$ cat src/fault_pkg.sv
/*
 * Fault isolation package
 * Unit counts, health weights, level bounds and the shared types of the
 * fault isolation and graceful degradation controller
 */
package fault_pkg;

    // Cluster composition
    localparam int num_cores     = 4;
    localparam int num_tpus      = 2;
    localparam int num_mem_banks = 4;

    // Unit fault severity, 0 benign to 7 fatal
    typedef logic [2:0] severity_t;
    localparam severity_t sev_critical = 3'd4;

    typedef logic [7:0] health_t;
    localparam int health_full = 100;

    // Health loss per fully isolated group and per system fault
    localparam int weight_core     = 20;
    localparam int weight_tpu      = 15;
    localparam int weight_mem      = 25;
    localparam int penalty_power   = 20;
    localparam int penalty_thermal = 15;
    localparam int penalty_clock   = 10;

    // Lower health bounds of the performance levels
    localparam int level_full      = 90;
    localparam int level_high      = 75;
    localparam int level_medium    = 50;
    localparam int level_low       = 25;
    localparam int level_minimal   = 10;
    localparam int level_emergency = 5;

    typedef enum logic [3:0] {
        perf_full      = 4'd0,
        perf_high      = 4'd1,
        perf_medium    = 4'd2,
        perf_low       = 4'd3,
        perf_minimal   = 4'd4,
        perf_emergency = 4'd5,
        perf_safe      = 4'd6
    } perf_level_t;

    typedef enum logic [2:0] {
        mode_normal    = 3'd0,
        mode_degraded  = 3'd1,
        mode_isolated  = 3'd2,
        mode_recovery  = 3'd3,
        mode_emergency = 3'd4,
        mode_safe      = 3'd5,
        mode_shutdown  = 3'd6
    } system_mode_t;

    // Recovery cycle count and timeout
    typedef logic [15:0] timer_t;

endpackage

$ cat src/recovery_timer.sv
/*
 * Recovery timer
 * Counts the cycles spent in isolated mode and flags the timeout
 */
module recovery_timer (
    input  logic              clk,
    input  logic              rst_n,
    input  logic              timer_run,
    input  fault_pkg::timer_t recovery_timeout,
    output logic              expired
);
    import fault_pkg::*;

    timer_t count;

    // Restarts from zero on every entry into isolated mode
    always_ff @(posedge clk or negedge rst_n) begin
        if (!rst_n)
            count <= '0;
        else if (timer_run)
            count <= count + 16'd1;
        else
            count <= '0;
    end

    assign expired = (count >= recovery_timeout);

endmodule

$ cat config.mk
export PLATFORM = sky130hd
export DESIGN_NAME = recovery_timer
export DESIGN_NICKNAME = d
export VERILOG_FILES = /design/src/fault_pkg.sv /design/src/recovery_timer.sv
export SDC_FILE = /design/constraint.sdc
export NUM_CORES = 1
export LEC_CHECK = 0
export ABC_AREA = 1
export ABC_CLOCK_PERIOD_IN_PS = 3200
export BUFFER_PORTS_ARGS = -buffer_cell sky130_fd_sc_hd__buf_2
export CELL_PAD_IN_SITES_DETAIL_PLACEMENT = 2
export CELL_PAD_IN_SITES_GLOBAL_PLACEMENT = 2
export CORE_ASPECT_RATIO = 0.5
export CORE_MARGIN = 1.5
export CORE_UTILIZATION = 33
export CTS_CLUSTER_DIAMETER = 40
export DETAILED_ROUTE_END_ITERATION = 7
export HOLD_SLACK_MARGIN = 0.05
export PLACE_DENSITY = 0.93
export SKIP_CTS_REPAIR_TIMING = 1
export SYNTH_ARGS = -nofsm -noshare
export SYNTH_HDL_FRONTEND = slang
export SYNTH_SLANG_ARGS = --single-unit
$ cat constraint.sdc
create_clock -name clk -period 3.2 [get_ports clk]
set_input_delay 0 -clock clk [delete_from_list [all_inputs] [get_ports clk]]
set_output_delay 0 -clock clk [all_outputs]
set_load 0.01 [all_outputs]
==> impl_metrics.json <==
{
  "io_buffers": 19,
  "ys_types": 19,
  "synth_nets": 218,
  "cts_tree": "yes",
  "fmax_mhz": 584,
  "rr_startpoint": "count[0]",
  "preCtsSetupSlack_ps": 1760,
  "clock-sinks": 16,
  "syn_area_um2": 1270,
  "end_kind": "primary output",
  "met3_usage_pct": 4.37,
  "rows": 15,
  "setup_slack_ps": 1490,
  "r2r_setup_slack_ps": 1750,
  "antenna_found_initial": 0,
  "slew_headroom_pct": 72.0,
  "wirelength_um": 4110,
  "tightest_slew_ps": 420,
  "nets": 242,
  "leakage_nw": 0.839,
  "grt_use_met1_pct": 24.0,
  "area_growth_pct": 17.3,
  "crit_type": "register to primary output",
  "vdd_drop_max_mv": 0.198,
  "cp_num_buf_inv": 1,
  "whs_ps": 74.2,
  "r2r_end": "count[12]",
  "dr.pass1.iters": 4,
  "maxCapViolCount": 0,
  "ys_seq_elements": 16,
  "min-delay-start": "timer_run",
  "top_register": "count",
  "syn_area_per_cell_um2": 6.99,
  "grt_overflow": 0,
  "drive_gt1_share_pct": 20.0,
  "die_y_um": 46.9,
  "final_max_slew_viol_count": 0,
  "most-common-layout-cells": "nand2_1, inv_1, buf_2",
  "final_hold_viol_count": 0,
  "period_needed_ps": 1710,
  "globalplace.congestion": 0.753,
  "grt_pass1_vias": 1436,
  "mostFrequentLayoutCell": "nand2_1",
  "yosysWarnings": 0,
  "htree_levels": 1,
  "yosysSeqAreaShare_pct": 31.5,
  "finalSetupTns_ps": 0,
  "core-area_um2": 3570,
  "cts_buffer_depth": 2,
  "cp_max_fo": 4,
  "status": "completed",
  "top_regs": "count: 16 flops",
  "root_buffer": "clkbuf_8",
  "viasPerCell": 4.87,
  "grt_max_degree": 17,
  "num_vias": 1246,
  "n_antenna_cell": 0,
  "crit_chain": "ha_1, nand4_1, nor2_1, nand3_1, nand3_1, buf_2",
  "cts_buffers": 3,
  "drc_errors": 0,
  "cp_slowest_stage_delay_ps": 440,
  "p_total_uw": 454,
  "busiest_layer": "met2",
  "hp-class": "input port to register",
  "largest_reg_flops": 16,
  "use_met2_pct": 45.3,
  "crit_top_cell": "nand3_1",
  "min_to": "count[1]",
  "clkLatencyLatePin_ps": 260,
  "cpMaxStageDelayCell": "dfrtp_1",
  "worst_path_dominant_cell_family": "simple AND/OR/NAND/NOR gates",
  "synth_cells": 182,
  "worstRegToRegCells": 8,
  "setup_viol": 0,
  "ioPinCount": 20,
  "wire_per_inst_um": 16.0,
  "rsz0062_at_grt": "false",
  "cp_data_required_time_ps": 3200,
  "grt_usage_pct": 21.4,
  "design.die.area_um2": 4260,
  "chipWidth_um": 90.8,
  "dpl.hpwl_um": 3440,
  "finalClockSkew_ps": 2.98,
  "path_clk_slew_ps": 80,
  "power_density_nw_per_um2": 304,
  "postRouteAntennaNets": 0,
  "critPathLaunchType": "register",
  "cp.arrival_ps": 1710,
  "drt_first_iter_violations": 24,
  "finalCritPeriodShare_pct": 53.5,
  "whs_path_depth": 3,
  "start_util_pct": 35.7,
  "grt_pass1_wl_um": 6880
}
-- per-layer routing --
layer  vias to the layer above  routed length [um]  share of wire [%]
li1                        612                   -                  -
met1                       616                1790                 44
met2                        16                2180                 53
met3                         2                 111                2.7
met4                         0                  18               0.44
met5                         -                   0                  0
-- how the worst max path moves through the flow --
stage              start       to  slack [ps]  cells after the start
5_1_grt        count[11]  expired        1350                      8
6_report       count[14]  expired        1490                      6
4_1_cts        count[14]  expired        1470                      6
2_1_floorplan   count[5]  expired        2060                      7
3_5_place_dp   count[14]  expired        1760                      6
3_3_place_gp   count[13]  expired        1810                      6
-- metrics by stage --
stage | util (%) | cell area [um^2] | instances
finish | 41.9 | 1490 | 256
detailed placement | 40.0 | 1430 | 251
floorplan | - | 1270 | 182
CTS | 41.6 | 1480 | 255
global placement | 40.0 | 1430 | 251
global route | 41.9 | 1490 | 256
-- report_power, final --
part | switching (mW) | internal (mW)
registers | 0.00301 | 0.205
clock network | 0.0833 | 0.109
logic | 0.0312 | 0.0216
-- cell families (layout without fill, tap and decap cells) --
group                    count (synthesis)  after routing  share of synthesized area [%]
buffers and inverters                   43             66                           12.7
AO/OA/AOI/OAI                           22             22                           9.05
AND/OR/NAND/NOR                         84             84                           30.1
flip-flops                              16             16                           31.5
adder cells (fa/ha/maj)                 17             17                           16.7
-- cells in the mapped netlist, drive strengths merged --
cell	instances	area share [%]
a21o	1	0.59
a21oi	14	5.5
and3	1	0.49
clkbuf	1	0.29
dfrtp	16	31
ha	17	17
inv	42	12
nand2	44	14
nand3	9	3.9
nand4	2	0.98
nor2	23	8.9
nor3	5	2.0
o21a	1	0.59
o21ai	6	2.4
-- worst register-to-register path, stage by stage, from the launching register on --
cell and delay [ps]:
dfrtp_1 400, ha_1 180, nand2_1 80, inv_2 90, nand3_2 100, nor2_2 240, nand3_1 120, nand2_1 80
nor2_1 40
-- layout make-up --
type,count,area [um^2]
repair buffers,20,105
clock buffers,4,55.1
multi-input cells,123,711
inverters,42,158
fillers,436,2070
flip-flops and latches,16,400
well taps,51,63.8
Note: power is estimated with default switching activity, not from simulation.
