--- src/fault_pkg.sv ---
/*
 * Fault isolation package
 * Unit counts, health weights, level bounds and the shared types of the
 * fault isolation and graceful degradation controller
 */
package fault_pkg;

    // Cluster composition
    localparam int num_cores     = 4;
    localparam int num_tpus      = 2;
    localparam int num_mem_banks = 4;

    // Unit fault severity, 0 benign to 7 fatal
    typedef logic [2:0] severity_t;
    localparam severity_t sev_critical = 3'd4;

    typedef logic [7:0] health_t;
    localparam int health_full = 100;

    // Health loss per fully isolated group and per system fault
    localparam int weight_core     = 20;
    localparam int weight_tpu      = 15;
    localparam int weight_mem      = 25;
    localparam int penalty_power   = 20;
    localparam int penalty_thermal = 15;
    localparam int penalty_clock   = 10;

    // Lower health bounds of the performance levels
    localparam int level_full      = 90;
    localparam int level_high      = 75;
    localparam int level_medium    = 50;
    localparam int level_low       = 25;
    localparam int level_minimal   = 10;
    localparam int level_emergency = 5;

    typedef enum logic [3:0] {
        perf_full      = 4'd0,
        perf_high      = 4'd1,
        perf_medium    = 4'd2,
        perf_low       = 4'd3,
        perf_minimal   = 4'd4,
        perf_emergency = 4'd5,
        perf_safe      = 4'd6
    } perf_level_t;

    typedef enum logic [2:0] {
        mode_normal    = 3'd0,
        mode_degraded  = 3'd1,
        mode_isolated  = 3'd2,
        mode_recovery  = 3'd3,
        mode_emergency = 3'd4,
        mode_safe      = 3'd5,
        mode_shutdown  = 3'd6
    } system_mode_t;

    // Recovery cycle count and timeout
    typedef logic [15:0] timer_t;

endpackage

--- src/mode_controller.sv ---
/*
 * Mode controller
 * System mode FSM that escalates on faults and falling health, runs the
 * recovery timer and issues the one-cycle recovery strobe
 */
module mode_controller (
    input  logic               clk,
    input  logic               rst_n,
    input  logic               any_fault,
    input  logic               any_critical,
    input  logic               expired,
    input  logic               isolation_enable,
    input  logic               degradation_enable,
    input  logic               auto_recovery_enable,
    input  fault_pkg::health_t health,
    output logic               timer_run,
    output logic               recover,
    output logic               emergency_mode,
    output logic               safe_mode
);
    import fault_pkg::*;

    system_mode_t mode;
    system_mode_t next_mode;

    always_ff @(posedge clk or negedge rst_n) begin
        if (!rst_n)
            mode <= mode_normal;
        else
            mode <= next_mode;
    end

    always_comb begin
        next_mode = mode;
        case (mode)
            mode_normal: begin
                if (any_critical)
                    next_mode = mode_emergency;
                else if (any_fault && isolation_enable)
                    next_mode = mode_isolated;
                else if (health < level_high && degradation_enable)
                    next_mode = mode_degraded;
            end
            mode_degraded: begin
                if (any_critical)
                    next_mode = mode_emergency;
                else if (any_fault && isolation_enable)
                    next_mode = mode_isolated;
                else if (health >= level_full)
                    next_mode = mode_normal;
            end
            mode_isolated: begin
                if (any_critical)
                    next_mode = mode_emergency;
                else if (auto_recovery_enable && expired)
                    next_mode = mode_recovery;
                else if (health >= level_full && !any_fault)
                    next_mode = mode_normal;
            end
            // Lasts a single cycle, so the strobe needs no handshake
            mode_recovery: begin
                if (any_critical)
                    next_mode = mode_emergency;
                else if (health >= level_high)
                    next_mode = mode_normal;
                else
                    next_mode = mode_isolated;
            end
            mode_emergency: begin
                if (health < level_minimal)
                    next_mode = mode_safe;
                else if (!any_critical && health >= level_low)
                    next_mode = mode_isolated;
            end
            mode_safe: begin
                if (health >= level_low && !any_critical)
                    next_mode = mode_emergency;
                else if (health < level_emergency)
                    next_mode = mode_shutdown;
            end
            // Only a reset leaves shutdown
            mode_shutdown: next_mode = mode_shutdown;
            default:       next_mode = mode_normal;
        endcase
    end

    assign timer_run      = (mode == mode_isolated);
    assign recover        = (mode == mode_recovery);
    assign emergency_mode = (mode == mode_emergency);
    assign safe_mode      = (mode == mode_safe);

endmodule

--- config.mk ---
export PLATFORM = sky130hd
export DESIGN_NAME = mode_controller
export DESIGN_NICKNAME = d
export VERILOG_FILES = /design/src/fault_pkg.sv /design/src/mode_controller.sv
export SDC_FILE = /design/constraint.sdc
export NUM_CORES = 1
export LEC_CHECK = 0
export BUFFER_PORTS_ARGS = -buffer_cell sky130_fd_sc_hd__buf_2
export CORE_AREA = 2 2 39 41
export CTS_BUF_LIST = sky130_fd_sc_hd__clkbuf_8
export CTS_CLUSTER_DIAMETER = 150
export DETAILED_ROUTE_END_ITERATION = 10
export DIE_AREA = 0 0 41 43
export GPL_TIMING_DRIVEN = 0
export HOLD_SLACK_MARGIN = 0.03
export MAX_ROUTING_LAYER = met4
export PLACE_DENSITY = 0.66
export SYNTH_ARGS = -nofsm -noshare
export SYNTH_HDL_FRONTEND = slang
export SYNTH_SLANG_ARGS = --single-unit
--- constraint.sdc ---
create_clock -name clk -period 1.7 [get_ports clk]
set_input_delay 0.085 -clock clk [delete_from_list [all_inputs] [get_ports clk]]
set_output_delay 0.085 -clock clk [all_outputs]
set_load 0.1 [all_outputs]
==> results of run 1 <==
-- layer usage --
metal  up-vias  global-route usage  wire length [um]
li1        296                   -                 -
met1       263               0.207               620
met2        26               0.269               640
met3         2              0.0314                76
met4         0               0.100                23
met5         -                   -                 0
-- cell type report --
type | instances | area [sq um] | area share
repair buffers | 28 | 169 | 0.233
clock buffers | 3 | 41.3 | 0.0569
well taps | 16 | 20.0 | 0.0276
flip-flops and latches | 3 | 76.3 | 0.105
multi-input cells | 51 | 375 | 0.517
inverters | 4 | 15.0 | 0.0207
clock inverters | 1 | 3.75 | 0.00517
plain buffers | 2 | 25.0 | 0.0345
-- what timing repair did --
action / in CTS / in global routing
setup endpoints to repair: 1 / 3
gates resized for setup: 8 / 5
endpoints found under the hold margin: 3 / 0
setup buffers: 7 / 1
pin swaps: 3 / 4
hold buffers: 1 / 0
-- cells in the final DEF (no fill, tap or decap), drive strengths merged, types with 2 or more instances in the layout --
| master | n |
|---|---|
| a21oi | 4 |
| nor2 | 5 |
| o22ai | 2 |
| and3 | 2 |
| nor3 | 4 |
| a211oi | 2 |
| o211ai | 2 |
| or2 | 2 |
| o21ai | 3 |
| clkbuf | 4 |
| nand2 | 9 |
| buf | 28 |
| inv | 5 |
| dfrtp | 3 |
-- worst paths after layout --
kind                                 from       to  slack, ps  cells after the start
worst max-delay path              mode[0]  mode[0]        -30                      7
max in group asynchronous           rst_n  mode[1]       1410                      2
min in group clk                any_fault  mode[1]        170                      3
worst min-delay path                rst_n  mode[0]        170                      2
worst min register to register    mode[2]  mode[2]        640                      2
worst max register to register    mode[0]  mode[0]        -30                      7
-- critical path: stages, from the launching register on --
cell and delay (ps):
dfrtp_1 380, buf_6 120, buf_6 100, or2_4 260, nor3_4 190, a32o_2 210, nor3_4 50, mux2_4 300
-- cells by family (layout without fill, tap and decap cells) --
kind of cell           Yosys count  in the layout  synth area share
AO/OA/AOI/OAI                   22             22             0.369
buffers and inverters            7             38            0.0697
multiplexers                     1              1            0.0262
flip-flops                       3              3             0.174
AND/OR/NAND/NOR                 28             28             0.360
-- power groups by stage --
stage               clock network (mW)  logic [mW]  registers (mW)
global route                     0.217        1.09           0.131
global placement                     0       0.754           0.125
floorplan                            0       0.637           0.123
finish                           0.214        1.02           0.127
detailed placement                   0       0.755           0.125
CTS                              0.211       0.928           0.127
==> flow_summary.yaml, run 1 <==
outcome:
  outcome: "finished with violations"
  violations: "setup timing"
clock_network:
  clock_sinks: 3
  cts_buffers: 3
  cts-htree-levels: 1
  cts_root_buf: "clkbuf_8"
  cts_tree: "done"
  clock_latency_ps: 230
  clockBufferDepth: 2
  clk_pin_slew_ps: 40
logic_synthesis:
  synth_area_sq_um: 430
  yosysTopAreaCellShare: 0.174
  syn_nets: 77
  avgSynthCellArea_sq_um: 7.06
  synth_warnings: 0
  synth_top_area_cell: "dfrtp_1"
  yosys-top-cells-count: "nand2_1, nor2_1, inv_1"
  yosys_register_bits: 3
  yosysMostFrequentCell: "nand2_1"
  synth_area_leaders: "dfrtp_1, nand2_1, nor2_1, a21oi_1, nor3_1"
  ys_seq_area_frac: 0.174
  async_reset_ff_frac: 1.00
  netlist_instances: 61
  ys_types: 33
  synth_edf_count: 0
  synth_top_flop_cell: "dfrtp_1"
route:
  drt_iter0_drc: 31
  drt-pass1-iter-count: 4
  drc: 0
  wire_per_inst_um: 12.6
  antenna_left: 0
  finalWirelength_mm: 1.36
  route.vias.total: 587
  vias_per_cell: 5.44
cells_and_area:
  area_delta_synth_final_pct: 68.6
  reg.largest.list: "mode: 3 flops"
  final_nets: 109
  antenna_cells: 0
  final_cells: 108
  largest_reg_flops: 3
  final_layout_size_suffix_gt1_frac: 0.500
  final_cell_area_sq_um: 726
  utilization: 0.524
  fill_cells: 127
  top_register: "mode"
sta:
  worst_pin_slew_ps: 484
  finalHoldViolations: 0
  setup_ws_ps: -28.3
  clock_skew_ps: 6.83
  rsz0062_at_grt: "true"
  final-max-slew-violation-count: 0
  relSlewSlack: 0.680
  setup_tns_ps: -28.3
  maxClockFrequency_mhz: 579
  final-setup-viol-count: 1
  fin_hold_ws_ps: 166
  min_period_ps: 1730
  finalCritPeriodShare: 1.02
global_route:
  grt_usage: 0.176
  grt_pass1_vias: 490
  antenna_found_initial: 0
  grt_pass1_wl_mm: 2.00
  grt-ovfl-total: 0
  grt_max_degree: 9
worst_setup_path:
  setup.worst_path.end_class: "register"
  crit_type: "reg2reg"
  cp_data_required_time_ps: 1810
  cp_max_fo: 3
  crit_path_start_kind: "register"
  worstPathArrival_ps: 1840
pwr:
  p_int_mw: 0.678
  p_leak_nw: 0.352
  pwr-share-seq: 0.093
  p_per_area_mw_per_mm2: 1880
  peakVddDrop_mv: 0.640
  p_total_mw: 1.36
  switching_share: 0.503
  pwr-share-comb: 0.750
  p_switching_mw: 0.686
  clkPwrFrac: 0.157
die:
  initial_core_util: 0.311
  dieWidth_um: 41
  ioPinCount: 20
  rows: 14
  dieArea_sq_mm: 0.00176
  core_area_sq_mm: 0.00138
  fp.dieH_um: 43
min_path:
  hold_class: "in2async"
placed_design:
  dp.cells: 96
  io_buffer_count: 19
  dp_hpwl_um: 839
  placed_area_sq_um: 561
  place.gp.congestion: 0.757
  dp_slack_ps: -99.5
flow_run:
  cap_violations: 0
No activity file was read; power rests on OpenSTA's default activity.
==> inputs of run 2 (changes only) <==
--- a/config.mk
+++ b/config.mk
@@ -11,10 +11,10 @@
 export CTS_CLUSTER_DIAMETER = 150
 export DETAILED_ROUTE_END_ITERATION = 10
 export DIE_AREA = 0 0 41 43
-export GPL_TIMING_DRIVEN = 0
 export HOLD_SLACK_MARGIN = 0.03
 export MAX_ROUTING_LAYER = met4
 export PLACE_DENSITY = 0.66
+export SKIP_LAST_GASP = 1
 export SYNTH_ARGS = -nofsm -noshare
 export SYNTH_HDL_FRONTEND = slang
 export SYNTH_SLANG_ARGS = --single-unit
==> run 2 against run 1 <==
Effect of this change: the flow now finishes without violations; via count fell by 5.8%; count of clock-buffer cells in the layout did not move; sequential power rose by 44%; total power fell by 14%; cell area fell by 9.1%; wire length fell by 8.1%; global-route usage fell by 0.72 points; combinational power fell by 24%; final cell count fell by 2.8%; clock skew fell by 0.75 ps; worst setup slack improved by 73 ps; critical endpoint unchanged; largest cell class unchanged; largest power group unchanged.
==> flow_summary.yaml, run 2 (synthesis results as in run 1) <==
die:
  dieArea_sq_mm: 0.00176
  rows: 14
  dieWidth_um: 41
  ioPinCount: 20
  core_area_sq_mm: 0.00138
  initial_core_util: 0.311
  fp.dieH_um: 43
clock_network:
  cts_tree: "done"
  cts_buffers: 3
  cts_root_buf: "clkbuf_8"
  cts-htree-levels: 1
  clockBufferDepth: 2
  clk_pin_slew_ps: 30
  clock_latency_ps: 230
  clock_sinks: 3
outcome:
  outcome: "finished, final reports clean"
worst_setup_path:
  cp_data_required_time_ps: 1800
  crit_slowest_cell: "dfrtp_2"
  path_delay_family: "compound AO/OA/AOI/OAI gates"
  crit_path_cell_trace: "nor3b_4, a22o_1, a32o_1, nor3_2, mux2_1"
  crit_path_start_kind: "register"
  reg2regPathDepth: 5
  cp_max_fo: 6
  worstPathArrival_ps: 1750
  path_buf_inv: 0
  crit_type: "reg2reg"
  setup.worst_path.end_class: "register"
  slowest_delay_ps: 430
  path_depth: 5
placed_design:
  io_buffer_count: 19
  place.gp.congestion: 0.785
  dp.cells: 99
  dp_hpwl_um: 991
  dp_slack_ps: -4.52
  placed_area_sq_um: 597
sta:
  clock_skew_ps: 6.09
  setup_ws_ps: 44.7
  maxClockFrequency_mhz: 604
  setup_tns_ps: 0
  final-max-slew-violation-count: 0
  rsz0062_at_grt: "true"
  finalHoldViolations: 0
  fin_hold_ws_ps: 184
  final-setup-viol-count: 0
  relSlewSlack: 0.680
  finalCritPeriodShare: 0.974
  worst_pin_slew_ps: 483
  min_period_ps: 1660
global_route:
  use_met3: 0.0314
  grt_pass1_vias: 490
  use_met1: 0.197
  busiest_layer: "met2"
  grt_pass1_wl_mm: 1.96
  grt_max_degree: 11
  use_met2: 0.266
  antenna_found_initial: 0
  grt_usage: 0.169
  grt-ovfl-total: 0
min_path:
  hold_depth: 3
  hold_class: "in2reg"
pwr:
  p_total_mw: 1.17
  p_int_mw: 0.557
  switching_share: 0.524
  peakVddDrop_mv: 0.652
  p_leak_nw: 0.310
  p_switching_mw: 0.613
  pwr-share-comb: 0.664
  pwr-share-seq: 0.156
  p_per_area_mw_per_mm2: 1770
  clkPwrFrac: 0.179
cells_and_area:
  antenna_cells: 0
  final_cell_area_sq_um: 659
  final_cell_mix: "buf_2, nand2_1, buf_4, inv_1, nor2_1"
  area_delta_synth_final_pct: 53.2
  final_common_cell: "buf_2"
  final_layout_size_suffix_gt1_frac: 0.427
  top_register: "mode"
  final_nets: 106
  utilization: 0.476
  final_cells: 105
  largest_reg_flops: 3
  reg.largest.list: "mode: 3 flops"
route:
  drt-pass1-iter-count: 4
  drt_iter0_drc: 13
  drc: 0
  finalWirelength_mm: 1.25
  vias_per_cell: 5.27
  wire_per_inst_um: 11.9
  antenna_left: 0
  route.vias.total: 553
flow_run:
  cap_violations: 0
## run 2: changes by cell type in the layout (fill, tap and decap cells not counted), sizes merged
cell | before | now
buf | 28 | 25
## run 2: worst min-delay path: cells and delay by family
family | cells | cell delay [ps]
compound gates | 1 | 80
buf+inv | 1 | 110
simple gates | 1 | 90
## run 2: worst paths after layout
| kind | start | endpoint | slack [ps] |
|---|---|---|---|
| hold reg to reg | mode[2] | mode[2] | 590 |
| setup reg to reg | mode[1] | mode[0] | 40 |
| min in group asynchronous | rst_n | mode[2] | 190 |
| max in group asynchronous | rst_n | mode[1] | 1390 |
| setup / recovery | mode[1] | mode[0] | 40 |
| hold / removal | any_fault | mode[1] | 180 |
## run 2: metal layers
layer	up-vias	share of wire
met4	0	0.025
met3	3	0.079
li1	290	-
met2	24	0.48
met5	-	0
met1	236	0.41
## run 2: area by class of cell
type | count | area, sq um
flip-flops and latches | 3 | 77.6
fillers | 141 | 724
multi-input cells | 51 | 332
repair buffers | 27 | 170
clock inverters | 1 | 3.75
well taps | 16 | 20.0
clock buffers | 3 | 41.3
inverters | 4 | 15.0
## run 2: power groups by stage
stage | combinational [mW] | clock (mW) | sequential, mW
final | 0.777 | 0.210 | 0.183
after global routing | 0.825 | 0.218 | 0.190
after CTS | 0.753 | 0.216 | 0.190
after detailed placement | 0.750 | 0 | 0.184
after global placement | 0.742 | 0 | 0.182
after floorplan | 0.637 | 0 | 0.123
## run 2: repair_timing
action                                  CTS  global route
hold buffers                              1             0
endpoints found under the setup margin    1             1
hold endpoints to repair                  3             0
gates resized for setup                   2             0
buffers inserted                          0             1
