--- src/fault_pkg.sv ---
/*
 * Fault isolation package
 * Unit counts, health weights, level bounds and the shared types of the
 * fault isolation and graceful degradation controller
 */
package fault_pkg;

    // Cluster composition
    localparam int num_cores     = 4;
    localparam int num_tpus      = 2;
    localparam int num_mem_banks = 4;

    // Unit fault severity, 0 benign to 7 fatal
    typedef logic [2:0] severity_t;
    localparam severity_t sev_critical = 3'd4;

    typedef logic [7:0] health_t;
    localparam int health_full = 100;

    // Health loss per fully isolated group and per system fault
    localparam int weight_core     = 20;
    localparam int weight_tpu      = 15;
    localparam int weight_mem      = 25;
    localparam int penalty_power   = 20;
    localparam int penalty_thermal = 15;
    localparam int penalty_clock   = 10;

    // Lower health bounds of the performance levels
    localparam int level_full      = 90;
    localparam int level_high      = 75;
    localparam int level_medium    = 50;
    localparam int level_low       = 25;
    localparam int level_minimal   = 10;
    localparam int level_emergency = 5;

    typedef enum logic [3:0] {
        perf_full      = 4'd0,
        perf_high      = 4'd1,
        perf_medium    = 4'd2,
        perf_low       = 4'd3,
        perf_minimal   = 4'd4,
        perf_emergency = 4'd5,
        perf_safe      = 4'd6
    } perf_level_t;

    typedef enum logic [2:0] {
        mode_normal    = 3'd0,
        mode_degraded  = 3'd1,
        mode_isolated  = 3'd2,
        mode_recovery  = 3'd3,
        mode_emergency = 3'd4,
        mode_safe      = 3'd5,
        mode_shutdown  = 3'd6
    } system_mode_t;

    // Recovery cycle count and timeout
    typedef logic [15:0] timer_t;

endpackage

--- src/isolation_tracker.sv ---
/*
 * Isolation tracker
 * Holds the isolation mark of every unit until a recovery attempt clears it,
 * and derives the frequency-reduce requests of the cores and tensor units
 */
module isolation_tracker (
    input  logic                                clk,
    input  logic                                rst_n,
    input  logic                                isolation_enable,
    input  logic                                recover,
    input  logic [fault_pkg::num_cores-1:0]     core_isolate_hit,
    input  logic [fault_pkg::num_tpus-1:0]      tpu_isolate_hit,
    input  logic [fault_pkg::num_mem_banks-1:0] mem_isolate_hit,
    input  logic [fault_pkg::num_cores-1:0]     core_degraded,
    input  logic [fault_pkg::num_tpus-1:0]      tpu_degraded,
    output logic [fault_pkg::num_cores-1:0]     core_isolated,
    output logic [fault_pkg::num_tpus-1:0]      tpu_isolated,
    output logic [fault_pkg::num_mem_banks-1:0] mem_isolated,
    output logic [fault_pkg::num_cores-1:0]     core_freq_reduce,
    output logic [fault_pkg::num_tpus-1:0]      tpu_freq_reduce
);

    // A new hit wins over the recovery clear of the same unit
    always_ff @(posedge clk or negedge rst_n) begin
        if (!rst_n) begin
            core_isolated <= '0;
            tpu_isolated  <= '0;
            mem_isolated  <= '0;
        end else if (isolation_enable) begin
            if (recover) begin
                core_isolated <= core_isolate_hit;
                tpu_isolated  <= tpu_isolate_hit;
                mem_isolated  <= mem_isolate_hit;
            end else begin
                core_isolated <= core_isolated | core_isolate_hit;
                tpu_isolated  <= tpu_isolated | tpu_isolate_hit;
                mem_isolated  <= mem_isolated | mem_isolate_hit;
            end
        end
    end

    // Isolated units also stay slowed down
    assign core_freq_reduce = core_degraded | core_isolated;
    assign tpu_freq_reduce  = tpu_degraded | tpu_isolated;

endmodule

--- config.mk ---
export PLATFORM = sky130hd
export DESIGN_NAME = isolation_tracker
export DESIGN_NICKNAME = d
export VERILOG_FILES = /design/src/fault_pkg.sv /design/src/isolation_tracker.sv
export SDC_FILE = /design/constraint.sdc
export NUM_CORES = 1
export LEC_CHECK = 0
export BUFFER_PORTS_ARGS = -buffer_cell sky130_fd_sc_hd__buf_2
export CAP_MARGIN = 30
export CORE_AREA = 5 5 42 44
export DETAILED_ROUTE_END_ITERATION = 7
export DIE_AREA = 0 0 47 49
export PLACE_DENSITY_LB_ADDON = 0.2
export SLEW_MARGIN = 15
export SYNTH_ARGS = -nofsm -noshare
export SYNTH_HDL_FRONTEND = slang
export SYNTH_SLANG_ARGS = --single-unit
--- constraint.sdc ---
create_clock -name clk -period 0.9 [get_ports clk]
set_input_delay 0.09 -clock clk [delete_from_list [all_inputs] [get_ports clk]]
set_output_delay 0.09 -clock clk [all_outputs]
set_load 0.005 [all_outputs]
==> run metrics, run 1 <==
status complete, but fails checks; failing checks setup timing; Initial DRT Pass Iterations 4; Final setup viols 12; worst reg-to-reg path cell count 3; Final Critical Period between 1 and 1.5 ns; Pwr Density about 1700 mW/mm^2; DRC 0; synth warn 0; complex-gate fraction of the synthesized area around 22%; CP Buf/Inv Count 1; P_leak between 0.3 and 0.4 nW; post-synthesis mux area share 0%; Synth Area in Simple Gates approximately 11%; clk_lat worst skew about 0.26 ns; clk sink count 10; total CTS buffers 3; Longest Clk Path Bufs 2; WP data required 0.81 ns; peak supply drop 0.723 mV; core footprint ~0.0014 mm^2; Cells after Synth 28; HPWL Detailed between 800 and 900 um; antenna violations before repair 0; max-cap violations 0; setup slack, reg-to-reg approximately 0.010 ns; critical-path maximum fanout 2; HP Start mem_isolate_hit[0]; post-DR vias/cell a little under 5; # port buffers 35; final worst slack -0.178 ns; RR Startpoint core_isolated[3]; initial DRC count 3; Reg-to-Reg End core_isolated[3]; delay-heaviest family, CP flip-flops; Initial Util between 20 and 30%; worst slew pin tran 0.221 ns; CP Launch Type flop; CP Class flop to output pin; Routed WL per cell roughly 13 um; power after layout approximately 1.3 mW; Worst-path clk slew 0.07 ns; Cell variety after synth 5; area grow syn2layout 88.9%; total track usage between 10% and 20%; Die Height between 40 and 50 um; Ports 36; pin count of the biggest net entering global routing 12; vias in the first global route about 440; Worst Skew 0 ns; WHS Endpoint mem_isolated[0]; Cell Area, Synth just under 400 um^2; share of cells above drive strength 1 71.6%; Final Hold Viols 0; clk root buf clkbuf_4; Hold Path Class input port to flop; die width roughly 47 um; slowest cell delay on critical path around 0.38 ns; hold path depth 2; Antenna Nets Post-Route 0; CTS tree built; worst-path cell chain or2_4 -> buf_6; routed vias around 440; Avg Inst Size Synth roughly 14 um^2; Remaining Overflow, GRT 0; relative slew slack 85.3%; ANT cells 0; final WL ~1.2 mm; Rows 14; fmax approximately 0.93 GHz; first-pass GRT wire length approximately 1.8 mm; Reg area approximately 250 um^2; area of the die roughly 0.0023 mm^2; Synth Area in XOR/XNOR 0%; Pins Over Slew Limit 0; GP Congestion a little under 0.7; Worst setup EP type output pin; flops & latches, synth 10; Multi-input gate area 146 um^2; Seq/Total Area, Yosys around 64%; H-Tree Depth 1; crit path max-delay cell type dfrtp_1; adder-cell share of the synthesized area 0%; largest family of logic cells by synthesized area compound AO/OA/AOI/OAI gates; Total Nets Final 95; Synthesized Nets between 40 and 50; Fin Hold WS ~0.043 ns; RSZ-0062 raised after global routing yes; CP Data Arrival Time around 0.99 ns; Fillers between 100 and 150; Final period util 120%
metal layers:
layer	track usage, %	part of all wire (%)	vias to the layer above
met1	12.1	39	211
met5	0	0	-
met4	5.53	2.3	0
met2	17.2	49	21
li1	-	-	198
met3	4.43	9.7	5
synthesized netlist by cell type:
| master | number | area, um^2 |
|---|---|---|
| a22o_1 | 10 | 87.6 |
| buf_6 | 1 | 11.3 |
| dfrtp_1 | 10 | 250 |
| nand2_2 | 1 | 6.26 |
| or2_2 | 6 | 37.5 |
layout make-up:
type                       count  share of cell area, %
clock buffer                   4                   4.89
timing repair buffer          43                   39.0
multi-input combinational     17                   19.7
sequential                    10                   33.7
tap                           16                   2.70
what timing repair did:
action,4_1_cts,5_1_grt
endpoints found under the setup margin,10,15
gates resized for setup,13,2
buffers inserted,2,1
hold buffers,1,0
hold endpoints to repair,10,0
pin swaps,6,1
gates cloned,0,0
placed cells by master (no fill, tap or decap):
cell type / count
buf_2: 28
buf_4: 5
dfrtp_1: 10
clkbuf_8: 1
clkbuf_4: 3
or2_4: 6
dlygate4sd3_1: 1
nand2_2: 1
buf_6: 9
a22o_1: 10
kinds of logic after synthesis:
kind of cell    Yosys count
buf+inv                   1
simple gates              7
flops                    10
compound gates           10
where the power goes:
group | switching (mW) | internal (mW)
Combinational | 0.111 | 0.220
Sequential | 0.0278 | 0.501
Clock | 0.163 | 0.246
through the flow:
| stage | cells | setup TNS (ns) | area, um^2 | worst slack (ns) | util [%] |
|---|---|---|---|---|---|
| 6_report | 90 | -1.51 | 742 | -0.178 | 52.9 |
| 5_1_grt | 90 | -2.04 | 742 | -0.218 | 52.9 |
| 2_1_floorplan | 28 | 0 | 393 | 0.135 | - |
| 3_5_place_dp | 82 | 0 | 607 | 0.0227 | 43.3 |
| 4_1_cts | 89 | -1.56 | 727 | -0.181 | 51.9 |
| 3_3_place_gp | 82 | 0 | 607 | 0.0301 | 43.3 |
worst max path at each step:
stage                           startpoint             endpoint  slack (ns)  cells after the start
after global placement    core_isolated[3]  core_freq_reduce[3]        0.03                      2
after CTS                 core_isolated[2]  core_freq_reduce[2]       -0.18                      2
after floorplan           core_isolated[0]  core_freq_reduce[0]        0.13                      1
after global routing      core_isolated[2]  core_freq_reduce[2]       -0.22                      2
after detailed placement  core_isolated[0]  core_freq_reduce[0]        0.02                      2
final                     core_isolated[1]  core_freq_reduce[1]       -0.18                      2
registers in the layout, summed over array words and instances, names as in the netlist:
register and cells:
core_isolated 4, tpu_isolated 2, mem_isolated 4
worst reg2reg max path, delay by kind of cell (launching register included):
kind | cells | cell delay (ns)
buf+inv | 2 | 0.22
compound gates | 1 | 0.17
flops | 1 | 0.39
(Power assumes the default switching activity.)
==> run 2, diff against run 1 <==
Settings changed: TNS_END_PERCENT set to 5.
Clock period 0.9 ns to 1 ns, I/O delays scaled along.
==> run 2 against run 1 <==
  * Largest cell class unchanged
  * Clock skew is the same
  * Sequential power shrank 10%
  * The flow still finishes with violations (setup timing)
  * Hold slack gained 0.016 ns
  * Non-clock buffer count shrank 1
  * Routed wire length shrank 2.1%
==> run metrics, run 2 (synthesis gave the netlist of run 1 again) <==
Rows 14; Initial DRT Pass Iterations 2; Initial Util between 20% and 30%; Ports 36; # port buffers 35; Hold Path Class input port to flop; total CTS buffers 3; Antenna Nets Post-Route 0; critical-path maximum fanout 2; total track usage 11.4%; P_leak 0.383 nW; CP Launch Type flop; CP Class flop to output pin; Worst Skew 0 ns; clk_lat worst skew ~0.26 ns; WP data required 0.90 ns; Routed WL per cell around 13 um; Longest Clk Path Bufs 2; die width approximately 47 um; relative slew slack 84.7%; final worst slack -0.0864 ns; Worst-path clk slew 0.07 ns; RSZ-0062 raised after global routing yes; peak supply drop 0.795 mV; worst-path cell chain or2_4 -> buf_6; Multi-input gate area between 100 and 150 um^2; final WL approximately 1.1 mm; commonest non-fill, non-tap cells in the layout 29 x buf_2, 10 x a22o_1, 10 x dfrtp_1; ANT cells 0; worst slew pin tran around 0.23 ns; DRC 0; status complete, but fails checks; dpl cells 78; commonest non-fill, non-tap cell in the layout buf_2; Pins Over Slew Limit 0; post-DR vias/cell between 4 and 5; Final Critical Period around 1.1 ns; clk root buf clkbuf_4; Final setup viols 6; Post-DP Area ~580 um^2; share of cells above drive strength 1 71.2%; max-cap violations 0; fmax around 0.92 GHz; Fin Hold WS ~0.060 ns; first-pass GRT wire length 1.89 mm; Final Non-Filler Cells 89; slowest cell delay on critical path around 0.38 ns; core footprint 0.00140 mm^2; area grow syn2layout 83.4%; H-Tree Depth 1; Worst setup EP type output pin; Final period util 109%; vias in the first global route between 400 and 500; pin count of the biggest net entering global routing 12; initial DRC count 1; Reg area between 200 and 300 um^2; Die Height 49 um; area of the die approximately 0.0023 mm^2; Largest regs core_isolated: 4 flops, mem_isolated: 4 flops, tpu_isolated: 2 flops; CTS tree built; failing checks setup timing; Final Hold Viols 0; Fillers approximately 130; Total Nets Final 94; antenna violations before repair 0; GP Congestion 0.697; CP Data Arrival Time ~0.99 ns; Remaining Overflow, GRT 0; Non-Filler Cell Area, Final roughly 720 um^2; crit path max-delay cell type dfrtp_1; clk sink count 10; Pwr Density between 1500 and 2000 mW/mm^2; routed vias 410
## run 2: worst paths after layout
kind	start	to	slack (ns)	cells past startpoint
setup / recovery	core_isolated[2]	core_freq_reduce[2]	-0.09	2
min in group asynchronous	rst_n	tpu_isolated[0]	0.22	2
setup reg to reg	core_isolated[1]	core_isolated[1]	0.18	2
hold reg to reg	mem_isolated[1]	mem_isolated[1]	0.50	1
max in group asynchronous	rst_n	mem_isolated[3]	0.59	2
hold / removal	tpu_isolate_hit[0]	tpu_isolated[0]	0.06	2
## run 2: what timing repair did
item | in CTS | in global routing
endpoints found under the setup margin | 6 | 12
hold buffers | 1 | 0
hold endpoints to repair | 10 | 0
gates resized for setup | 12 | 0
pin swaps | 6 | 0
buffers inserted | 6 | 0
## run 2: worst max-delay path: cells and delay by family (launching register included)
family | cells | cell delay (ns)
buffers and inverters | 1 | 0.12
flip-flops | 1 | 0.38
AND/OR/NAND/NOR | 1 | 0.23
## run 2: layout make-up
type / count / share of cell area, %
Tap cell: 16 / 2.78
Clock buffer: 4 / 5.03
Sequential cell: 10 / 34.7
Multi-Input combinational cell: 17 / 20.3
Timing Repair Buffer: 42 / 37.2
## run 2: metal layers
| layer | global-route usage (%) | up-vias | share of wire (%) | wire [um] |
|---|---|---|---|---|
| met5 | 0 | - | 0 | 0 |
| met4 | 4.15 | 0 | 0 | 0 |
| met3 | 2.58 | 0 | 12 | 140 |
| met2 | 17.4 | 20 | 50 | 561 |
| met1 | 15.2 | 193 | 38 | 430 |
| li1 | - | 197 | - | - |
## run 2: per-stage QoR
step	util [%]	total power, mW	setup WS (ns)	setup TNS, ns
detailed placement	41.2	0.680	0.114	0
CTS	51.4	1.13	-0.0894	-0.525
global placement	41.2	0.677	0.103	0
finish	51.4	1.11	-0.0864	-0.439
floorplan	-	0.563	0.225	0
global route	51.4	1.19	-0.134	-0.884
## run 2: power by group
group	internal (mW)	leakage, nW	switching [mW]
sequential	0.451	0.113	0.0226
combinational	0.182	0.249	0.0973
clock	0.221	0.0210	0.135
total	0.854	0.383	0.255
==> run 3, diff against run 2 <==
Settings changed: ABC_AREA set to 1, SLEW_MARGIN 15 to 0.
==> run 3 against run 2 <==
  * The flow still finishes with violations (setup timing)
  * First-iteration DRC count grew to 6.0 times the previous value
  * Register-to-register slack gained 0.10 ns
  * Power up 1.5%
  * Clock skew stayed put
  * Cell area up 4.3%
  * Flip-flop and latch count unchanged
  * Clock-buffer cell count unchanged
  * Synthesized cell count up 71%
==> run metrics, run 3 <==
status complete, but fails checks; failing checks setup timing; Rows 14; Final Critical Period 1.09 ns; Multi-input gate area ~170 um^2; first-pass GRT wire length 1.67 mm; largest area contributor in the netlist dfrtp_1; Post-DP Area around 600 um^2; Final Hold Viols 0; CTS tree built; worst slew pin tran between 0.2 and 0.25 ns; Reg area between 200 and 300 um^2; Switching Fraction ~25%; fmax ~0.9 GHz; Remaining Overflow, GRT 0; area of the die 0.00230 mm^2; HP Start core_isolate_hit[1]; top cells by area, synth dfrtp_1 60%, nand2_1 27%, or2_2 9.0%; top cell type's share of synthesized area between 50% and 60%; ys async rst share 100%; DRC 0; cell with the most instances after synthesis nand2_1; initial DRC count 6; Cells after Synth 48; Antenna Nets Post-Route 0; Met1 Wirelength 393 um; share of cells above drive strength 1 a little under three fifths; met3 routed WL 109 um; Worst-path clk slew approximately 0.07 ns; pin count of the biggest net entering global routing 12; clk sink count 10; Clock power frac 32.9%; die width about 47 um; Final setup viols 7; Cell Area, Synth 418 um^2; area grow syn2layout 79.9%; Psw 0.278 mW; Fin Setup TNS -0.499 ns; commonest non-fill, non-tap cell in the layout nand2_1; flops & latches, synth 10; WHS Endpoint core_isolated[1]; Post-Route Utilization 53.7%; RR Startpoint tpu_isolated[1]; antenna violations before repair 0; Die Height approximately 49 um; ys flop type dfrtp_1; ANT cells 0; CP Data Arrival Time 0.99 ns; total track usage around 10%; power after layout 1.13 mW; post-DR vias/cell approximately 4.2; CP Class flop to output pin; critical-path maximum fanout 2; setup slack, reg-to-reg ~0.28 ns; core footprint roughly 0.0014 mm^2; H-Tree Depth 1; clk_lat worst skew around 0.27 ns; Worst setup EP type output pin; slowest cell delay on critical path approximately 0.38 ns; hold path depth 3; peak supply drop about 0.69 mV; worst-path cell chain or2_4 -> buf_6; Commonest cells post-synth 30 x nand2_1, 10 x dfrtp_1, 6 x or2_2; WL met2 589 um; Reg-to-Reg End tpu_isolated[1]; CP Launch Type flop; synth warn 0; Hold Path Class input port to flop; P_leak approximately 0.43 nW; max-cap violations 0; Cell variety after synth 5; Pwr Density about 1500 mW/mm^2; Non-Filler Cell Area, Final roughly 750 um^2; total CTS buffers 3; final WL 1.11 mm; dpl ws between 0.1 and 0.15 ns; HPWL Detailed 823 um; Pins Over Slew Limit 0; crit path max-delay cell type dfrtp_1; GP Congestion around 0.62; routed vias approximately 460; Initial Util 29.8%; # port buffers 35; Logic pwr share about a quarter; worst reg-to-reg path cell count 3; commonest non-fill, non-tap cells in the layout 30 x nand2_1, 28 x buf_2, 10 x dfrtp_1; Total Nets Final between 100 and 150; Synthesized Nets 68; Avg Inst Size Synth just under 9 um^2; Top Layer Used met4; RSZ-0062 raised after global routing yes; Ports 36; vias in the first global route around 400; Routed WL per cell between 10 and 15 um; Fillers ~150; Largest regs core_isolated: 4 flops, mem_isolated: 4 flops, tpu_isolated: 2 flops; number of synthesized flops with an enable pin 0; WP data required about 0.90 ns; Flop pwr share 41.9%; Initial DRT Pass Iterations 4; internal power 0.847 mW; Seq/Total Area, Yosys about three fifths; relative slew slack between 80% and 90%; final worst slack -0.0871 ns; Final period util 109%; Longest Clk Path Bufs 2; Worst Skew 0 ns; clk root buf clkbuf_4
## run 3: cell types whose count changed in the layout (fill, tap and decap cells not counted)
cell,before,now
a22o_1,10,0
buf_2,29,28
buf_6,6,7
nand2_1,0,30
## run 3: cells by family (layout without fill, tap and decap cells)
| family | Yosys count | in the layout | share of synthesized area, % |
|---|---|---|---|
| AND/OR/NAND/NOR | 37 | 37 | 37.4 |
| flip-flops | 10 | 10 | 59.9 |
| buffers and inverters | 1 | 46 | 2.69 |
## run 3: final cells by class
type                            count  area share (%)
Clock buffer                        4            4.83
Multi-Input combinational cell     37            22.8
Sequential cell                    10            33.3
Tap cell                           16            2.66
Timing Repair Buffer               42            36.4
## run 3: critical path: cells and delay by family, from the launching register on
family,cells,cell delay (ns)
and+or+nand+nor,1,0.23
DFF,1,0.38
buffers and inverters,1,0.11
## run 3: per-layer routing
layer | up-vias | GRT usage, %
met3 | 2 | 2.58
met2 | 15 | 16.3
li1 | 239 | -
met4 | 0 | 8.29
met1 | 201 | 9.98
met5 | - | 0
## run 3: worst max path at each step
stage,slack [ns],end,start
after floorplan,0.22,core_freq_reduce[0],core_isolated[0]
after global placement,0.13,core_freq_reduce[3],core_isolated[3]
after detailed placement,0.11,core_freq_reduce[2],core_isolated[2]
after CTS,-0.10,core_freq_reduce[1],core_isolated[1]
after global routing,-0.12,core_freq_reduce[1],core_isolated[1]
final,-0.09,core_freq_reduce[0],core_isolated[0]
## run 3: per-stage QoR
| step | hold slack [ns] | instances |
|---|---|---|
| floorplan | -0.196 | 48 |
| global placement | -0.0261 | 98 |
| detailed placement | -0.0259 | 98 |
| CTS | 0.0137 | 109 |
| global route | 0.0277 | 109 |
| finish | 0.0215 | 109 |
## run 3: power groups by stage
stage / registers, mW / clock network (mW) / logic (mW)
floorplan: 0.490 / 0 / 0.0746
global placement: 0.480 / 0 / 0.193
detailed placement: 0.484 / 0 / 0.195
CTS: 0.472 / 0.391 / 0.289
global route: 0.477 / 0.405 / 0.312
finish: 0.472 / 0.371 / 0.283
## run 3: timing repair
item                                   4_1_cts  5_1_grt
pin swaps                                    6        0
buffers inserted                             6        0
gates resized for setup                     13        0
hold buffers                                 1        0
endpoints found under the hold margin       10        0
setup endpoints to repair                    6       12
