[config.mk]
export PLATFORM = sky130hd
export DESIGN_NAME = fault_classifier
export DESIGN_NICKNAME = d
export VERILOG_FILES = /design/src/fault_pkg.sv /design/src/fault_classifier.sv
export SDC_FILE = /design/constraint.sdc
export NUM_CORES = 1
export LEC_CHECK = 0
export BUFFER_PORTS_ARGS = -buffer_cell sky130_fd_sc_hd__buf_4
export CAP_MARGIN = 40
export CORE_ASPECT_RATIO = 0.9
export CORE_MARGIN = 8
export CORE_UTILIZATION = 46
export DETAILED_ROUTE_END_ITERATION = 10
export PLACE_DENSITY = 0.9
export SYNTH_ARGS = -nofsm -noshare
export SYNTH_HDL_FRONTEND = slang
export SYNTH_SLANG_ARGS = --single-unit
[constraint.sdc]
create_clock -name vclk -period 3.6
set_clock_uncertainty 0.1 [all_clocks]
set_input_delay 0 -clock vclk [all_inputs]
set_output_delay 0 -clock vclk [all_outputs]
set_load 0.02 [all_outputs]
[src/fault_pkg.sv]
/*
 * Fault isolation package
 * Unit counts, health weights, level bounds and the shared types of the
 * fault isolation and graceful degradation controller
 */
package fault_pkg;

    // Cluster composition
    localparam int num_cores     = 4;
    localparam int num_tpus      = 2;
    localparam int num_mem_banks = 4;

    // Unit fault severity, 0 benign to 7 fatal
    typedef logic [2:0] severity_t;
    localparam severity_t sev_critical = 3'd4;

    typedef logic [7:0] health_t;
    localparam int health_full = 100;

    // Health loss per fully isolated group and per system fault
    localparam int weight_core     = 20;
    localparam int weight_tpu      = 15;
    localparam int weight_mem      = 25;
    localparam int penalty_power   = 20;
    localparam int penalty_thermal = 15;
    localparam int penalty_clock   = 10;

    // Lower health bounds of the performance levels
    localparam int level_full      = 90;
    localparam int level_high      = 75;
    localparam int level_medium    = 50;
    localparam int level_low       = 25;
    localparam int level_minimal   = 10;
    localparam int level_emergency = 5;

    typedef enum logic [3:0] {
        perf_full      = 4'd0,
        perf_high      = 4'd1,
        perf_medium    = 4'd2,
        perf_low       = 4'd3,
        perf_minimal   = 4'd4,
        perf_emergency = 4'd5,
        perf_safe      = 4'd6
    } perf_level_t;

    typedef enum logic [2:0] {
        mode_normal    = 3'd0,
        mode_degraded  = 3'd1,
        mode_isolated  = 3'd2,
        mode_recovery  = 3'd3,
        mode_emergency = 3'd4,
        mode_safe      = 3'd5,
        mode_shutdown  = 3'd6
    } system_mode_t;

    // Recovery cycle count and timeout
    typedef logic [15:0] timer_t;

endpackage

[src/fault_classifier.sv]
/*
 * Fault classifier
 * Compares each unit fault against the isolation and degradation thresholds
 * and summarizes whether any fault or any critical fault is present
 */
module fault_classifier (
    input  logic [fault_pkg::num_cores-1:0]                         core_fault,
    input  logic [fault_pkg::num_tpus-1:0]                          tpu_fault,
    input  logic [fault_pkg::num_mem_banks-1:0]                     mem_fault,
    input  fault_pkg::severity_t [fault_pkg::num_cores-1:0]         core_severity,
    input  fault_pkg::severity_t [fault_pkg::num_tpus-1:0]          tpu_severity,
    input  fault_pkg::severity_t [fault_pkg::num_mem_banks-1:0]     mem_severity,
    input  logic                                                    power_fault,
    input  logic                                                    thermal_fault,
    input  logic                                                    clock_fault,
    input  fault_pkg::severity_t                                    isolation_threshold,
    input  fault_pkg::severity_t                                    degradation_threshold,
    input  logic                                                    degradation_enable,
    output logic [fault_pkg::num_cores-1:0]                         core_isolate_hit,
    output logic [fault_pkg::num_tpus-1:0]                          tpu_isolate_hit,
    output logic [fault_pkg::num_mem_banks-1:0]                     mem_isolate_hit,
    output logic [fault_pkg::num_cores-1:0]                         core_degraded,
    output logic [fault_pkg::num_tpus-1:0]                          tpu_degraded,
    output logic                                                    any_fault,
    output logic                                                    any_critical
);
    import fault_pkg::*;

    logic system_fault;

    assign system_fault = power_fault | thermal_fault | clock_fault;

    // Severity at or above the degradation bound but short of isolation
    function automatic logic in_degrade_band(input severity_t sev);
        return (sev >= degradation_threshold) && (sev < isolation_threshold);
    endfunction

    always_comb begin
        any_fault    = system_fault | (|core_fault) | (|tpu_fault) | (|mem_fault);
        any_critical = system_fault;

        for (int i = 0; i < num_cores; i++) begin
            core_isolate_hit[i] = core_fault[i] && (core_severity[i] >= isolation_threshold);
            core_degraded[i]    = degradation_enable && core_fault[i] &&
                                  in_degrade_band(core_severity[i]);
            if (core_fault[i] && core_severity[i] >= sev_critical)
                any_critical = 1'b1;
        end

        for (int i = 0; i < num_tpus; i++) begin
            tpu_isolate_hit[i] = tpu_fault[i] && (tpu_severity[i] >= isolation_threshold);
            tpu_degraded[i]    = degradation_enable && tpu_fault[i] &&
                                 in_degrade_band(tpu_severity[i]);
            if (tpu_fault[i] && tpu_severity[i] >= sev_critical)
                any_critical = 1'b1;
        end

        // Memory banks are isolated but never slowed down
        for (int i = 0; i < num_mem_banks; i++) begin
            mem_isolate_hit[i] = mem_fault[i] && (mem_severity[i] >= isolation_threshold);
            if (mem_fault[i] && mem_severity[i] >= sev_critical)
                any_critical = 1'b1;
        end
    end

endmodule

==> qor.yml, run 1 <==
status: "finished clean"
io_pins: 68
core_area_mm2: 0.00245
grt_pass1_wl_mm: 6.15
p_int_mw: 0.107
rows: 17
synth_nets: 244
p_total_mw: 0.214
hp-start: "tpu_fault[1]"
maxSlewViolCount: 0
hold_viol_final: 0
drt_iter0_drc: 31
tightestPinTransition_ps: 423
tns_ps: 0
syn_area_mm2: 0.00119
fmax_mhz: 616
p_leak_nw: 0.971
clock_power_share_pct: 0
max-cap-violations: 0
max-vdd-ir-drop_uv: 81.9
n_clock_buffer: 0
required_ps: 3500
cp-end-kind: "output pin"
fin_crit_sh_pct: 45.1
multi_input_comb_area_mm2: 0.00112
area_growth_pct: 45.9
rsz0062_at_grt: "no"
grt_antenna_before_repair: 0
grt.overflow.total: 0
holdBufCountCts: 0
dieHeight_um: 64.2
drt_wl_total_mm: 3.78
wl_per_cell_um: 15.6
yosysWarnings: 0
dp.cells: 242
p_per_area_mw_per_mm2: 124
io_buffers: 68
viasPerCell: 5.54
ant_nets: 0
ys_seq_area_share_pct: 0
seq_area_um2: 0
layout-drive-gt1-share_pct: 34.1
die_x_um: 69.6
fill_cells: 219
final_util_pct: 70.8
grt_pass1_vias: 1386
fin_crit_ps: 1620
finalSetupViolations: 0
critical_path_class: "in2out"
via_count: 1341
crit_arrival_ps: 1520
gp_congestion: 0.872
hold_path_class: "in2out"
dr.pass1.iters: 4
finalNonFillerCells: 242
drcViolationCount: 0
worstSetupStartpointType: "input pin"
pwr-share-seq_pct: 0
p_switching_mw: 0.107
track_usage_pct: 15.8
start_util_pct: 48.5
dieArea_mm2: 0.00447
grt_start_max_net_pins: 11
place_hpwl_mm: 3.29
yosysUniqueCellTypes: 22
swShare_pct: 49.9
flops_and_latches: 0
nNetsFinal: 314
syn_avg_cell_area_um2: 8.13
path_max_fanout: 10
p_comb_share_pct: 100.0
relSlewSlack_pct: 71.8
antenna_cells: 0
cts_setup_buffers: 0
crit_start: "isolation_threshold[2]"
cts_resized: 0
netlist_instances: 146
power by group through the flow:
| stage | sequential (mW) | combinational, mW | clock, mW |
|---|---|---|---|
| 3_5_place_dp | 0 | 0.214 | 0 |
| 2_1_floorplan | 0 | 0.113 | 0 |
| 3_3_place_gp | 0 | 0.208 | 0 |
| 5_1_grt | 0 | 0.241 | 0 |
| 6_report | 0 | 0.214 | 0 |
| 4_1_cts | 0 | 0.216 | 0 |
logic make-up after synthesis:
family          count (synthesis)  share of synthesized area [%]
buf+inv                        18                           5.69
fa+ha+maj                      48                           50.6
simple gates                   36                           17.6
compound gates                 44                           26.1
cell usage in the layout (no fill, tap or decap):
cell      count
and3b_1       3
a221oi_2      1
nand2_1       4
a21boi_0      4
nor3b_1       3
and3_1        2
buf_4        68
nor2_1        9
o21ai_0      14
a211oi_2      3
ha_1         48
or3b_1        2
nor4_1        2
nand4_1       1
nor2b_4       1
nor3_1        3
a22oi_1       5
nand3_1       5
a21oi_1       9
inv_1        18
o21a_1        4
and4_1        1
o2111a_1      4
layer usage:
layer | routed length, um | GRT usage [%] | up-vias | share of wire, %
met5 | 0 | 0 | - | 0
met4 | 74 | 2.81 | 0 | 2.0
met3 | 242 | 3.55 | 6 | 6.4
met2 | 1800 | 28.9 | 46 | 48
met1 | 1660 | 18.4 | 595 | 44
li1 | - | - | 694 | -
layout make-up:
type	count	area share, %
inverter	18	3.90
timing repair buffer	68	29.5
multi-input combinational	128	64.6
tap	28	2.02
through the flow:
| stage | worst slack [ps] | instance area (um2) | hold WS, ps |
|---|---|---|---|
| global placement | 2010 | 1730 | 237 |
| floorplan | 2290 | 1190 | 26.9 |
| CTS | 1980 | 1730 | 238 |
| global route | 1870 | 1730 | 265 |
| finish | 1980 | 1730 | 240 |
| detailed placement | 1980 | 1730 | 238 |
cell usage after synthesis, drive strengths merged:
cell / n / area, um2
nand4: 1 / 6.26
and3: 2 / 12.5
nand2: 4 / 15.0
nor2b: 1 / 13.8
a21oi: 9 / 45.0
a22oi: 5 / 37.5
nand3: 5 / 25.0
nor2: 9 / 33.8
and3b: 3 / 26.3
o21ai: 14 / 70.1
a21boi: 4 / 30.0
o21a: 4 / 30.0
o2111a: 4 / 45.0
inv: 18 / 67.6
nor4: 2 / 12.5
nor3: 3 / 15.0
a211oi: 3 / 37.5
a221oi: 1 / 15.0
ha: 48 / 601
and4: 1 / 8.76
nor3b: 3 / 22.5
or3b: 2 / 17.5
worst max-delay path, stage by stage:
cell	delay [ps]
buf_4	110
inv_1	300
ha_1	340
and3b_1	200
a211oi_2	230
o2111a_1	210
buf_4	140
worst paths after layout:
check,end,slack (ps),cells past startpoint
worst max-delay path,core_degraded[1],1980,7
worst min-delay path,tpu_isolate_hit[1],240,3
Power figures use the tool's default switching activity.
==> run 2: changes to the inputs <==
- ABC_AREA: default -> 1
- CORE_UTILIZATION: 46 -> 44
- PLACE_DENSITY: 0.9 -> 0.88
- clock period: 3.6 -> 1.4 ns (I/O delays scaled with it)
==> qor.yml, run 2 <==
io_pins: 68  # unchanged
yosysUniqueCellTypes: 10  # was 22
dr.pass1.iters: 4  # unchanged
gp_congestion: 0.872  # unchanged
core_area_mm2: 0.00300  # was 0.00245 mm2
fin_crit_ps: 1300
synth_top_area_share_pct: 44.4  # was 50.6%
p_leak_nw: 1.18  # was 0.971 nW
p_int_mw: 0.316  # was 0.107 mW
p_switching_mw: 0.340  # was 0.107 mW
fmax_mhz: 771
crit_start: "isolation_threshold[1]"  # was isolation_threshold[2]
place_hpwl_mm: 3.49  # was 3.29 mm
synth_commonest_cells: "ha_1 (48), nand2_1 (41), inv_1 (35), nand3_1 (31), nor2_1 (21)"  # was ha_1 (48), inv_1 (18), o21ai_0 (14), a21oi_1 (9), nor2_1 (9)
clock_power_share_pct: 0  # about the same
swShare_pct: 51.8  # was 49.9%
hold_path_class: "in2out"  # unchanged
yosys.area.top_type: "ha_1"  # unchanged
start_util_pct: 45.1  # was 48.5%
track_usage_pct: 14.8  # was 15.8%
seq_area_um2: 0  # unchanged
required_ps: 1300  # was 3500 ps
maxSlewViolCount: 0  # unchanged
rows: 19  # was 17
p_comb_share_pct: 100.0  # about the same
max-cap-violations: 0  # unchanged
endpoint: "core_degraded[2]"  # was core_degraded[1]
fin_ws_ps: 103  # was 1980 ps
grt_pass1_vias: 1529  # was 1386
netlist_instances: 211  # was 146
drt_iter0_drc: 46  # was 31
p_total_mw: 0.656  # was 0.214 mW
pre_cts_slack_ps: -11.9  # was 1980 ps
io_buffers: 68  # unchanged
path_max_fanout: 10  # unchanged
final_common_cell: "buf_4"  # unchanged
cp-end-kind: "output pin"  # unchanged
flops_and_latches: 0  # unchanged
dieArea_mm2: 0.00510  # was 0.00447 mm2
dieHeight_um: 68.6  # was 64.2 um
tns_ps: 0  # unchanged
rsz0062_at_grt: "no"  # unchanged
grt.overflow.total: 0  # unchanged
syn_area_mm2: 0.00135  # was 0.00119 mm2
grt_pass1_wl_mm: 6.24  # was 6.15 mm
crit_arrival_ps: 1200  # was 1520 ps
final_cell_mix: "buf_4 (70), ha_1 (48), nand2_1 (41)"  # was buf_4 (68), ha_1 (48), inv_1 (18)
die_x_um: 74.4  # was 69.6 um
synth_most_common_cell: "ha_1"  # unchanged
fin_crit_sh_pct: 92.6
yosysWarnings: 0  # unchanged
nNetsFinal: 382  # was 314
pwr-share-seq_pct: 0  # about the same
synthTopCellsByArea: "ha_1 (44%), nand3_1 (11%), nand2_1 (11%)"  # was ha_1 (51%), o21ai_0 (5.9%), inv_1 (5.7%)
syn_avg_cell_area_um2: 6.40  # was 8.13 um2
ys_seq_area_share_pct: 0  # unchanged
status: "finished clean"  # unchanged
drcViolationCount: 0  # unchanged
via_count: 1597  # was 1341
worstSetupStartpointType: "input pin"  # unchanged
p_per_area_mw_per_mm2: 337  # was 124 mW/mm2
antenna_cells: 0  # unchanged
area_growth_pct: 43.9  # was 45.9%
viasPerCell: 4.93  # was 5.54
holdBufCountCts: 0  # unchanged
layout-drive-gt1-share_pct: 27.7  # was 34.1%
grt_start_max_net_pins: 11  # unchanged
holdWs_ps: 203  # was 240 ps
max-vdd-ir-drop_uv: 169  # was 81.9 uV
critical_path_class: "in2out"  # unchanged
wl_per_cell_um: 12.6  # was 15.6 um
tightestPinTransition_ps: 273  # was 423 ps
finalSetupViolations: 0  # unchanged
synth_nets: 309  # was 244
relSlewSlack_pct: 81.8  # was 71.8%
final_util_pct: 64.9  # was 70.8%
hold_viol_final: 0  # unchanged
grt_antenna_before_repair: 0  # unchanged
ant_nets: 0  # unchanged
n_clock_buffer: 0  # unchanged
drt_wl_total_mm: 4.08  # was 3.78 mm
## run 2: cells by family (layout without fill, tap and decap cells)
group | Yosys count | after routing | share of synthesized area [%]
simple gates | 112 | 112 | 38.5
fa+ha+maj | 48 | 48 | 44.4
buf+inv | 35 | 106 | 9.72
compound gates | 16 | 16 | 7.31
## run 2: layer usage
layer | track usage (%) | part of all wire (%) | vias to the layer above
met5 | 0 | 0 | -
met4 | 1.71 | 0 | 0
met3 | 2.17 | 7.3 | 0
met2 | 27.9 | 48 | 43
met1 | 17.8 | 45 | 692
li1 | - | - | 862
## run 2: area by class of cell
class              count  area (um2)
fillers              285        1050
inverters             35         139
well taps             42        52.6
repair buffers        70         526
repair inverters       1        7.51
multi-input cells    176        1220
## run 2: worst max-delay path: stages
cell        delay, ps
buf_4              90
clkinvlp_4        230
ha_1              380
nand3b_1          110
nand3b_1           90
nor2_1            140
buf_4             160
## run 2: power groups by stage
| stage | Clock [mW] | Sequential [mW] | Combinational, mW |
|---|---|---|---|
| after floorplan | 0 | 0 | 0.374 |
| final | 0 | 0 | 0.656 |
| after global routing | 0 | 0 | 0.740 |
| after global placement | 0 | 0 | 0.623 |
| after CTS | 0 | 0 | 0.651 |
| after detailed placement | 0 | 0 | 0.646 |
## run 2: repair_timing
action | in CTS | in global routing
gates resized for setup | 1 | 2
setup endpoints to repair | 2 | 8
cloned | 0 | 1
buffers inserted | 0 | 2
## run 2: how the worst min path moves through the flow
stage,startpoint,end,slack [ps],depth (start not counted)
final,mem_fault[0],mem_isolate_hit[0],200,4
after global routing,mem_fault[3],mem_isolate_hit[3],230,4
after CTS,mem_fault[3],mem_isolate_hit[3],210,4
after detailed placement,mem_fault[3],mem_isolate_hit[3],210,4
after global placement,mem_fault[3],mem_isolate_hit[3],200,4
after floorplan,core_fault[0],core_isolate_hit[0],30,2
## run 2: stage by stage
| step | instance area (um2) | instances |
|---|---|---|
| after detailed placement | 1910 | 321 |
| after CTS | 1920 | 321 |
| after global routing | 1940 | 324 |
| final | 1940 | 324 |
| after global placement | 1910 | 321 |
| after floorplan | 1350 | 211 |
==> run 3: changes to the inputs <==
- GPL_TIMING_DRIVEN: default -> 0
==> qor.yml, run 3 (synthesized netlist as in run 2, its figures left out) <==
status: "finished clean"  # unchanged
area_growth_pct: 42.8  # was 43.9%
hold_viol_final: 0  # unchanged
worstSetupStartpointType: "input pin"  # unchanged
finalNonFillerCells: 322  # was 324
drt_wl_total_mm: 3.94  # was 4.08 mm
max-cap-violations: 0  # unchanged
core_area_mm2: 0.00300  # unchanged
nNetsFinal: 380  # was 382
path_max_fanout: 10  # unchanged
grtUsageMet1_pct: 17.6  # was 17.8%
grt_pass1_vias: 1470  # was 1529
top_usage_layer: "met2"  # unchanged
die_x_um: 74.4  # unchanged
start_util_pct: 45.1  # unchanged
grt_start_max_net_pins: 11  # unchanged
relSlewSlack_pct: 83.4  # was 81.8%
track_usage_pct: 14.2  # was 14.8%
maxSlewViolCount: 0  # unchanged
crit_chain: "buf_4, clkinvlp_4, ha_1, nand3b_1, nand3b_1, nor2_1, buf_4"  # unchanged
flops_and_latches: 0  # unchanged
cp-end-kind: "output pin"  # unchanged
p_per_area_mw_per_mm2: 336  # was 337 mW/mm2
gp_congestion: 0.796  # was 0.872
max-vdd-ir-drop_uv: 163  # was 169 uV
final_cell_mix: "buf_4 (68), ha_1 (48), nand2_1 (41)"  # was buf_4 (70), ha_1 (48), nand2_1 (41)
viasPerCell: 4.95  # was 4.93
rsz0062_at_grt: "no"  # unchanged
fin_crit_ps: 1280  # was 1300 ps
met2_usage_pct: 26.1  # was 27.9%
timing.critical_path.buf_inv: 3  # unchanged
crit_family: "buffers and inverters"  # unchanged
slowest_delay_ps: 360  # was 380 ps
ant_nets: 0  # unchanged
antenna_cells: 0  # unchanged
p_leak_nw: 1.17  # was 1.18 nW
rows: 19  # unchanged
io_pins: 68  # unchanged
globalRouteMet3Util_pct: 1.73  # was 2.17%
n_clock_buffer: 0  # unchanged
place_hpwl_mm: 3.40  # was 3.49 mm
fin_crit_sh_pct: 91.3  # was 92.6%
required_ps: 1300  # about the same
critical_path_class: "in2out"  # unchanged
wl_per_cell_um: 12.2  # was 12.6 um
grt_antenna_before_repair: 0  # unchanged
final_common_cell: "buf_4"  # unchanged
drcViolationCount: 0  # unchanged
slowest_stage: "ha_1"  # unchanged
seq_area_um2: 0  # unchanged
dp.cells: 321  # unchanged
grt.overflow.total: 0  # unchanged
dieArea_mm2: 0.00510  # unchanged
tns_ps: 0  # unchanged
tightestPinTransition_ps: 249  # was 273 ps
grt_pass1_wl_mm: 6.00  # was 6.24 mm
via_count: 1593  # was 1597
finalSetupViolations: 0  # unchanged
cts_setup_buffers: 0  # unchanged
layout-drive-gt1-share_pct: 27.1  # was 27.7%
dr.pass1.iters: 4  # unchanged
dieHeight_um: 68.6  # unchanged
io_buffers: 68  # unchanged
hold_path_class: "in2out"  # unchanged
fmax_mhz: 782  # was 771 MHz
holdWs_ps: 203  # about the same
crit_arrival_ps: 1180  # was 1200 ps
drt_iter0_drc: 70  # was 46
==> run 3: worst min-delay path, delay by kind of cell <==
| family | cells | cell delay (ps) |
|---|---|---|
| AND/OR/NAND/NOR | 1 | 40 |
| buffers and inverters | 3 | 260 |
==> run 3: where the power goes <==
group,switching [mW],internal [mW]
clock network,0,0
registers,0,0
logic,0.336,0.312
total,0.336,0.312
==> run 3: through the flow <==
step	util, %	cell area, um2	power [mW]	worst slack (ps)
floorplan	-	1350	0.374	275
global placement	63.9	1910	0.621	17.7
detailed placement	63.9	1910	0.643	22.1
CTS	63.9	1910	0.646	20.0
global route	64.4	1930	0.734	48.9
finish	64.4	1930	0.648	122
==> run 3: repair_timing <==
action | CTS | global route
hold buffers | 0 | 0
resized for setup | 0 | 3
setup endpoints to repair | 0 | 14
==> run 3: final cells by class <==
type,instances,area [um2]
multi-input cells,176,1220
inverters,35,139
well taps,42,52.6
fillers,295,1070
repair inverters,1,7.51
repair buffers,68,510
==> run 3: final timing paths <==
path / start / to / slack (ps) / cells after the start
worst min-delay path: mem_fault[3] / mem_isolate_hit[3] / 200 / 4
worst max-delay path: isolation_threshold[1] / core_degraded[1] / 120 / 7
==> run 3: layer usage <==
layer | routed length, um | part of all wire [%]
met1 | 1740 | 44
met3 | 282 | 7.2
met5 | 0 | 0
met2 | 1880 | 48
met4 | 36 | 0.91
